`config.mk`:
```
export PLATFORM = sky130hd
export DESIGN_NAME = eeprom_ctrl_top
export DESIGN_NICKNAME = d
export VERILOG_FILES = /design/src/rtl/eeprom_pkg.sv /design/src/rtl/i2c_bit_engine.sv /design/src/rtl/eeprom_sequencer.sv /design/src/rtl/eeprom_ctrl_top.sv
export VERILOG_INCLUDE_DIRS = /design/src /design/src/rtl
export SDC_FILE = /design/constraint.sdc
export NUM_CORES = 1
export LEC_CHECK = 0
export CELL_PAD_IN_SITES_DETAIL_PLACEMENT = 0
export CELL_PAD_IN_SITES_GLOBAL_PLACEMENT = 1
export CORE_MARGIN = 2
export CORE_UTILIZATION = 45
export DETAILED_ROUTE_END_ITERATION = 7
export DONT_BUFFER_PORTS = 1
export PLACE_DENSITY_LB_ADDON = 0.15
export SYNTH_ARGS = -nofsm -noshare
export SYNTH_HDL_FRONTEND = slang
export SYNTH_SLANG_ARGS = --single-unit
export TNS_END_PERCENT = 20
```
`constraint.sdc`:
```
create_clock -name CLK -period 6.2 [get_ports CLK]
set_clock_uncertainty 0.1 [all_clocks]
set_input_delay 0.62 -clock CLK [delete_from_list [all_inputs] [get_ports CLK]]
set_output_delay 0.62 -clock CLK [all_outputs]
set_load 0.01 [all_outputs]
```
`src/rtl/eeprom_settings.svh`:
```
`ifndef EEPROM_SETTINGS_SVH
`define EEPROM_SETTINGS_SVH

// word address of a 2 KB part
`define EEPROM_ADDR_W 11

`define EEPROM_DATA_W 8

// fixed code in the upper nibble of the control byte
`define EEPROM_DEV_CODE 4'b1010

// CLK cycles per SCL half period, at least 2
`define EEPROM_SCL_HALF 4

`endif

```
`src/rtl/eeprom_pkg.sv`:
```
`include "eeprom_settings.svh"

package eeprom_pkg;

    typedef logic [`EEPROM_ADDR_W-1:0] addr_t;
    typedef logic [`EEPROM_DATA_W-1:0] byte_t;

    typedef enum logic {
        OP_WRITE = 1'b0,
        OP_READ  = 1'b1
    } op_e;

    // host request
    typedef struct packed {
        op_e   op;
        addr_t addr;
        byte_t wdata;
    } req_t;

    typedef enum logic [1:0] {
        CMD_START,
        CMD_STOP,
        CMD_WRITE,
        CMD_READ
    } bit_cmd_e;

    typedef struct packed {
        bit_cmd_e cmd;
        byte_t    tx_byte;
        logic     last;     // answer read byte with NACK
    } bit_cmd_t;

    typedef enum logic [3:0] {
        SEQ_IDLE,
        SEQ_START,
        SEQ_CTRL_WR,
        SEQ_ADDR,
        SEQ_DATA,
        SEQ_RESTART,
        SEQ_CTRL_RD,
        SEQ_READ,
        SEQ_STOP,
        SEQ_FINISH
    } seq_state_e;

    typedef enum logic [2:0] {
        BIT_IDLE,
        BIT_START,
        BIT_STOP,
        BIT_SHIFT,
        BIT_ACK
    } bit_state_e;

endpackage

```
`src/rtl/i2c_bit_engine.sv`:
```
`timescale 1ns/100ps
`include "eeprom_settings.svh"

module i2c_bit_engine
(
    input  logic                 CLK,
    input  logic                 RESET,
    input  logic                 cmd_valid,
    input  eeprom_pkg::bit_cmd_t cmd,
    output logic                 cmd_ready,
    output logic                 bit_done,
    output eeprom_pkg::byte_t    rx_byte,
    output logic                 ack_ok,
    output logic                 scl,
    output logic                 sda_low,
    input  logic                 sda_in
);

    localparam int unsigned HALF = `EEPROM_SCL_HALF;
    localparam int unsigned CW = $clog2(HALF);
    localparam logic [CW-1:0] HALF_LAST = CW'(HALF - 1);

    eeprom_pkg::bit_state_e state;
    eeprom_pkg::bit_cmd_e   cur_cmd;
    eeprom_pkg::byte_t      shreg;
    logic                   cur_last;
    logic [CW-1:0]          hcnt;
    logic                   phase;      // 0 = first half, 1 = second half
    logic [2:0]             bit_cnt;
    logic                   tick;
    logic                   first;
    logic                   take;

    assign tick      = (hcnt == HALF_LAST);
    assign first     = (hcnt == '0);
    assign cmd_ready = (state == eeprom_pkg::BIT_IDLE);
    assign take      = cmd_valid && cmd_ready;
    assign rx_byte   = shreg;

    // latched command and shift register
    always_ff @(posedge CLK)
    begin
        if (take)
        begin
            cur_cmd  <= cmd.cmd;
            cur_last <= cmd.last;
            shreg    <= cmd.tx_byte;
        end
        else if (state == eeprom_pkg::BIT_SHIFT && phase)
        begin
            if (cur_cmd == eeprom_pkg::CMD_READ && first)
                shreg <= {shreg[`EEPROM_DATA_W-2:0], sda_in};   // sample just after SCL rise
            else if (cur_cmd == eeprom_pkg::CMD_WRITE && tick)
                shreg <= {shreg[`EEPROM_DATA_W-2:0], 1'b0};
        end
    end

    always_ff @(posedge CLK)
    begin
        if (RESET)
        begin
            state    <= eeprom_pkg::BIT_IDLE;
            hcnt     <= '0;
            phase    <= 1'b0;
            bit_cnt  <= '0;
            scl      <= 1'b1;
            sda_low  <= 1'b0;
            bit_done <= 1'b0;
            ack_ok   <= 1'b0;
        end
        else
        begin
            bit_done <= 1'b0;
            if (state != eeprom_pkg::BIT_IDLE)
                hcnt <= tick ? '0 : hcnt + 1'b1;

            case (state)
                eeprom_pkg::BIT_IDLE:
                    if (take)
                    begin
                        phase   <= 1'b0;
                        bit_cnt <= 3'd7;
                        case (cmd.cmd)
                            eeprom_pkg::CMD_START:
                            begin
                                sda_low <= 1'b0;    // release first, SCL may still be low
                                state   <= eeprom_pkg::BIT_START;
                            end
                            eeprom_pkg::CMD_STOP:
                            begin
                                sda_low <= 1'b1;
                                state   <= eeprom_pkg::BIT_STOP;
                            end
                            default:
                                state <= eeprom_pkg::BIT_SHIFT;
                        endcase
                    end

                eeprom_pkg::BIT_START:
                begin
                    if (!phase && first)
                        scl <= 1'b1;
                    if (tick)
                    begin
                        if (!phase)
                        begin
                            sda_low <= 1'b1;    // SDA falls with SCL high
                            phase   <= 1'b1;
                        end
                        else
                        begin
                            scl      <= 1'b0;
                            phase    <= 1'b0;
                            bit_done <= 1'b1;
                            state    <= eeprom_pkg::BIT_IDLE;
                        end
                    end
                end

                eeprom_pkg::BIT_STOP:
                begin
                    if (!phase && first)
                        scl <= 1'b1;
                    if (tick)
                    begin
                        if (!phase)
                        begin
                            sda_low <= 1'b0;    // SDA rises with SCL high
                            phase   <= 1'b1;
                        end
                        else
                        begin
                            phase    <= 1'b0;
                            bit_done <= 1'b1;
                            state    <= eeprom_pkg::BIT_IDLE;
                        end
                    end
                end

                eeprom_pkg::BIT_SHIFT, eeprom_pkg::BIT_ACK:
                begin
                    // SDA only moves one clock into the low half
                    if (!phase && first)
                    begin
                        if (state == eeprom_pkg::BIT_SHIFT)
                            sda_low <= (cur_cmd == eeprom_pkg::CMD_WRITE) &&
                                       !shreg[`EEPROM_DATA_W-1];
                        else
                            sda_low <= (cur_cmd == eeprom_pkg::CMD_READ) && !cur_last;
                    end
                    if (state == eeprom_pkg::BIT_ACK && phase && first &&
                        cur_cmd == eeprom_pkg::CMD_WRITE)
                        ack_ok <= !sda_in;
                    if (tick)
                    begin
                        if (!phase)
                        begin
                            scl   <= 1'b1;
                            phase <= 1'b1;
                        end
                        else
                        begin
                            scl   <= 1'b0;
                            phase <= 1'b0;
                            if (state == eeprom_pkg::BIT_ACK)
                            begin
                                bit_done <= 1'b1;
                                state    <= eeprom_pkg::BIT_IDLE;
                            end
                            else if (bit_cnt == 3'd0)
                                state <= eeprom_pkg::BIT_ACK;  // ninth clock
                            else
                                bit_cnt <= bit_cnt - 3'd1;
                        end
                    end
                end

                default:
                    state <= eeprom_pkg::BIT_IDLE;
            endcase
        end
    end

endmodule

```
`src/rtl/eeprom_sequencer.sv`:
```
`timescale 1ns/100ps
`include "eeprom_settings.svh"

module eeprom_sequencer
(
    input  logic                 CLK,
    input  logic                 RESET,
    input  logic                 req_valid,
    input  eeprom_pkg::req_t     req,
    output logic                 busy,
    output logic                 done,
    output eeprom_pkg::byte_t    rdata,
    output logic                 error,
    output logic                 cmd_valid,
    output eeprom_pkg::bit_cmd_t cmd,
    input  logic                 cmd_ready,
    input  logic                 bit_done,
    input  eeprom_pkg::byte_t    rx_byte,
    input  logic                 ack_ok
);

    eeprom_pkg::seq_state_e state;
    eeprom_pkg::req_t       req_q;
    eeprom_pkg::byte_t      rd_q;
    logic                   issued;     // command of this state handed over
    logic                   err_acc;
    logic                   take;
    logic                   cmd_state;
    logic [2:0]             blk;

    assign busy = (state != eeprom_pkg::SEQ_IDLE) && (state != eeprom_pkg::SEQ_FINISH);
    assign done = (state == eeprom_pkg::SEQ_FINISH);
    assign take = req_valid && !busy;
    assign blk  = req_q.addr[`EEPROM_ADDR_W-1:8];

    assign cmd_state = busy;    // every busy state issues exactly one command
    assign cmd_valid = cmd_state && !issued;

    always_comb
    begin
        cmd.cmd     = eeprom_pkg::CMD_WRITE;
        cmd.tx_byte = '0;
        cmd.last    = 1'b0;
        case (state)
            eeprom_pkg::SEQ_START, eeprom_pkg::SEQ_RESTART:
                cmd.cmd = eeprom_pkg::CMD_START;
            eeprom_pkg::SEQ_CTRL_WR:
                cmd.tx_byte = {`EEPROM_DEV_CODE, blk, 1'b0};
            eeprom_pkg::SEQ_ADDR:
                cmd.tx_byte = req_q.addr[7:0];
            eeprom_pkg::SEQ_DATA:
                cmd.tx_byte = req_q.wdata;
            eeprom_pkg::SEQ_CTRL_RD:
                cmd.tx_byte = {`EEPROM_DEV_CODE, blk, 1'b1};
            eeprom_pkg::SEQ_READ:
            begin
                cmd.cmd  = eeprom_pkg::CMD_READ;
                cmd.last = 1'b1;    // single byte, master NACK
            end
            eeprom_pkg::SEQ_STOP:
                cmd.cmd = eeprom_pkg::CMD_STOP;
            default:
                cmd.cmd = eeprom_pkg::CMD_WRITE;
        endcase
    end

    always_ff @(posedge CLK)
    begin
        if (take)
            req_q <= req;
        if (state == eeprom_pkg::SEQ_READ && bit_done)
            rd_q <= rx_byte;
        if (state == eeprom_pkg::SEQ_STOP && bit_done &&
            req_q.op == eeprom_pkg::OP_READ && !err_acc)
            rdata <= rd_q;  // published together with done
    end

    always_ff @(posedge CLK)
    begin
        if (RESET)
        begin
            state   <= eeprom_pkg::SEQ_IDLE;
            issued  <= 1'b0;
            err_acc <= 1'b0;
            error   <= 1'b0;
        end
        else
        begin
            if (bit_done)
                issued <= 1'b0;
            else if (cmd_valid && cmd_ready)
                issued <= 1'b1;

            case (state)
                eeprom_pkg::SEQ_IDLE, eeprom_pkg::SEQ_FINISH:
                    if (take)
                    begin
                        err_acc <= 1'b0;
                        state   <= eeprom_pkg::SEQ_START;
                    end
                    else
                        state <= eeprom_pkg::SEQ_IDLE;

                eeprom_pkg::SEQ_START:
                    if (bit_done)
                        state <= eeprom_pkg::SEQ_CTRL_WR;

                eeprom_pkg::SEQ_CTRL_WR:
                    if (bit_done)
                    begin
                        if (!ack_ok)
                        begin
                            err_acc <= 1'b1;    // no device in this block
                            state   <= eeprom_pkg::SEQ_STOP;
                        end
                        else
                            state <= eeprom_pkg::SEQ_ADDR;
                    end

                eeprom_pkg::SEQ_ADDR:
                    if (bit_done)
                    begin
                        if (!ack_ok)
                        begin
                            err_acc <= 1'b1;
                            state   <= eeprom_pkg::SEQ_STOP;
                        end
                        else if (req_q.op == eeprom_pkg::OP_READ)
                            state <= eeprom_pkg::SEQ_RESTART;
                        else
                            state <= eeprom_pkg::SEQ_DATA;
                    end

                eeprom_pkg::SEQ_DATA:
                    if (bit_done)
                    begin
                        err_acc <= err_acc || !ack_ok;
                        state   <= eeprom_pkg::SEQ_STOP;
                    end

                eeprom_pkg::SEQ_RESTART:
                    if (bit_done)
                        state <= eeprom_pkg::SEQ_CTRL_RD;

                eeprom_pkg::SEQ_CTRL_RD:
                    if (bit_done)
                    begin
                        if (!ack_ok)
                        begin
                            err_acc <= 1'b1;
                            state   <= eeprom_pkg::SEQ_STOP;
                        end
                        else
                            state <= eeprom_pkg::SEQ_READ;
                    end

                eeprom_pkg::SEQ_READ:
                    if (bit_done)
                        state <= eeprom_pkg::SEQ_STOP;

                eeprom_pkg::SEQ_STOP:
                    if (bit_done)
                    begin
                        error <= err_acc;
                        state <= eeprom_pkg::SEQ_FINISH;
                    end

                default:
                    state <= eeprom_pkg::SEQ_IDLE;
            endcase
        end
    end

endmodule

```
`src/rtl/eeprom_ctrl_top.sv`:
```
`timescale 1ns/100ps

module eeprom_ctrl_top
(
    input  logic              CLK,
    input  logic              RESET,
    input  logic              req_valid,
    input  eeprom_pkg::req_t  req,
    output logic              busy,
    output logic              done,
    output eeprom_pkg::byte_t rdata,
    output logic              error,
    output logic              scl,
    output logic              sda_low,
    input  logic              sda_in
);

    // command channel
    logic                 cmd_valid;
    logic                 cmd_ready;
    eeprom_pkg::bit_cmd_t cmd;
    logic                 bit_done;
    eeprom_pkg::byte_t    rx_byte;
    logic                 ack_ok;

    eeprom_sequencer seq_i
    (
        .CLK       (CLK),
        .RESET     (RESET),
        .req_valid (req_valid),
        .req       (req),
        .busy      (busy),
        .done      (done),
        .rdata     (rdata),
        .error     (error),
        .cmd_valid (cmd_valid),
        .cmd       (cmd),
        .cmd_ready (cmd_ready),
        .bit_done  (bit_done),
        .rx_byte   (rx_byte),
        .ack_ok    (ack_ok)
    );

    i2c_bit_engine bit_i
    (
        .CLK       (CLK),
        .RESET     (RESET),
        .cmd_valid (cmd_valid),
        .cmd       (cmd),
        .cmd_ready (cmd_ready),
        .bit_done  (bit_done),
        .rx_byte   (rx_byte),
        .ack_ok    (ack_ok),
        .scl       (scl),
        .sda_low   (sda_low),
        .sda_in    (sda_in)
    );

endmodule

```
==> reports/summary.txt <==
Setup Fix Bufs, Post-CTS: 0
Max Clk Rate: 363 MHz
Crit. End Element: register
Share of layout cells above drive strength 1: 0.111
Final Hold Viols: 0
Clk buf depth: 2
Pwr Total: 0.000968 W
Multi-input gate area: 1080 um2
Top-area cell type share of the netlist area: 0.471
Sink Count: 67
DRC: 0
Die width: 85.6 um
CP required: 6.06 ns
Worst slew pin tran: 1.20 ns
Std-Cell Core Area: 6390 um2
I/O pin count: 37
Cell taking the most area after synthesis: edfxtp_1
Vias in the first global route: 1873
Max-Cap Viols: 0
Post-route antenna net violation count: 0
Post-synthesis net count: 286
First-pass GRT wire length: 9710 um
Power density cells: 299 nW/um2
YS warnings: 0
Hold WC Path Type: in2reg
Mapped Cells: 258
Via count: 1917
CP arrival: 2.61 ns
Starting Density: 0.469
Synth top area cells: edfxtp_1 47%, dfxtp_1 13%, a21oi_1 2.7%
Post-synth top cells: 47 x edfxtp_1, 20 x dfxtp_1, 18 x nand2_1, 16 x a21oi_1, 15 x nor2_1
Initial antenna violation count: 0
Post-synthesis sequential area ratio: 0.605
Setup Viol. Count Final: 0
GP Congestion: 0.765
Clk root buf: clkbuf_8
RSZ-0062 raised after global routing: false
Drt pass-1 iters: 4
Die Area: 7320 um2
Buffers on Ports: 0
Diodes inserted: 0
Asr flop ratio synth: 0
CTS buffer count: 9
Post-Syn Area: 3000 um2
Reg clk slew, reported paths: 0.08 ns
Seq. cell area: 1810 um2
Leakage: 1.08 nW
Critical path class: reg2reg
GRT Total Usage: 0.176
Yosys reg bits: 67
Crit share post-route: 0.444
Relative slew slack: 0.196
Avg Inst Size Synth: 11.6 um2
Site Rows: 29
Final setup TNS: 0 ns
Post-synth EDFFs: 47
Critical Path Source Type: register
CTS tree: built
Largest net degree at the start of global routing: 21
Die Span Y: 85.6 um
Worst-Skew Late Latency: 0.35 ns
Most common cell in the netlist: edfxtp_1
Half-perimeter wire length after placement: 4080 um
Final Slew Violations: 0
Post-synth top flop: edfxtp_1
Synth-to-Final Area Change: 8.19%
Starting DRT DRC Count: 165
VDD IR max: 0.189 mV
H-tree depth: 3
FF-to-FF setup slack: 3.45 ns
Layout Nets: 284
Min cycle time layout: 2.75 ns
Wire per inst: 17.3 um
WL final: 5860 um
Max FO, Critical Path: 16
Outcome: finished, final reports clean
Vias per cell: 5.67
Post-CTS sizing: 0
Post-synthesis cell type count: 55
GR Overflow Total: 0
Filler cells: 564
Hold_buf cts: 0
worst paths after layout:
kind                                startpoint        endpoint  depth (start not counted)
worst max-delay path            seq_i.state[3]  seq_i.rdata[5]                          3
worst min-delay path                     RESET   bit_i.hcnt[0]                          1
worst max register to register  seq_i.state[3]  seq_i.rdata[5]                          3
worst min register to register   seq_i.rd_q[0]  seq_i.rdata[0]                          0
stage by stage:
step           area, um2  instances  setup slack, ns  hold slack, ns   util
6_report            3240        338             3.45           0.233  0.507
5_1_grt             3240        338             3.23           0.219  0.507
4_1_cts             3240        338             3.40           0.213  0.507
3_5_place_dp        3040        322             3.42           0.305  0.476
3_3_place_gp        3040        322             3.52           0.303  0.476
2_1_floorplan       3000        258             4.04           0.300      -
cell families after synthesis:
kind of cell	after synthesis	share of synthesized area
xor+xnor	2	0.00836
flops	67	0.605
compound gates	70	0.164
buf+inv	27	0.0359
simple gates	84	0.156
fa+ha+maj	4	0.0167
mux	4	0.0142
area by class of cell:
| cell class | instances | share of cell area |
|---|---|---|
| timing repair buffer | 1 | 0.00232 |
| multi-input combinational | 164 | 0.332 |
| inverter | 13 | 0.0151 |
| tap | 77 | 0.0297 |
| clock buffer | 9 | 0.0382 |
| clock inverter | 7 | 0.0236 |
| sequential | 67 | 0.559 |
layer usage:
layer  routed length [um]  vias to the layer above  GRT usage
met1                 2910                      893      0.247
met5                    0                        -          0
met4                   91                        0     0.0851
met3                  249                        7     0.0443
met2                 2610                       44      0.255
li1                     -                      973          -
sequential cells by signal, summed over array words and instances, names as in the netlist, 2 cells and up:
signal and flops:
bit_i.bit_cnt 3, bit_i.cur_cmd 2, bit_i.hcnt 2, bit_i.rx_byte 8, bit_i.state 3, seq_i.blk 3
seq_i.rd_q 8, seq_i.rdata 8, seq_i.req_q 17, seq_i.state 4
critical path, stage by stage, from the launching register on:
cell and delay (ns):
dfxtp_1 0.70, nor4b_2 0.45, nand2_1 0.12, nor3b_1 0.99
power breakdown:
part | switching [W] | total (W) | leakage (nW) | internal, W
registers | 0.0000195 | 0.000525 | 0.601 | 0.000506
logic | 0.0000444 | 0.0000764 | 0.378 | 0.0000320
clock network | 0.000178 | 0.000366 | 0.0962 | 0.000188
total | 0.000242 | 0.000968 | 1.08 | 0.000726
cells in the final DEF (no fill, tap or decap), drive strengths merged, types with 6 or more instances in the layout:
cell type	netlist	layout
a21oi	16	16
o21ai	13	13
edfxtp	47	47
inv	13	15
clkbuf	8	9
dfxtp	20	20
nor2	16	16
a22o	6	6
nand2b	8	8
nor3	7	7
nand2	19	19
(Power assumes the default switching activity.)
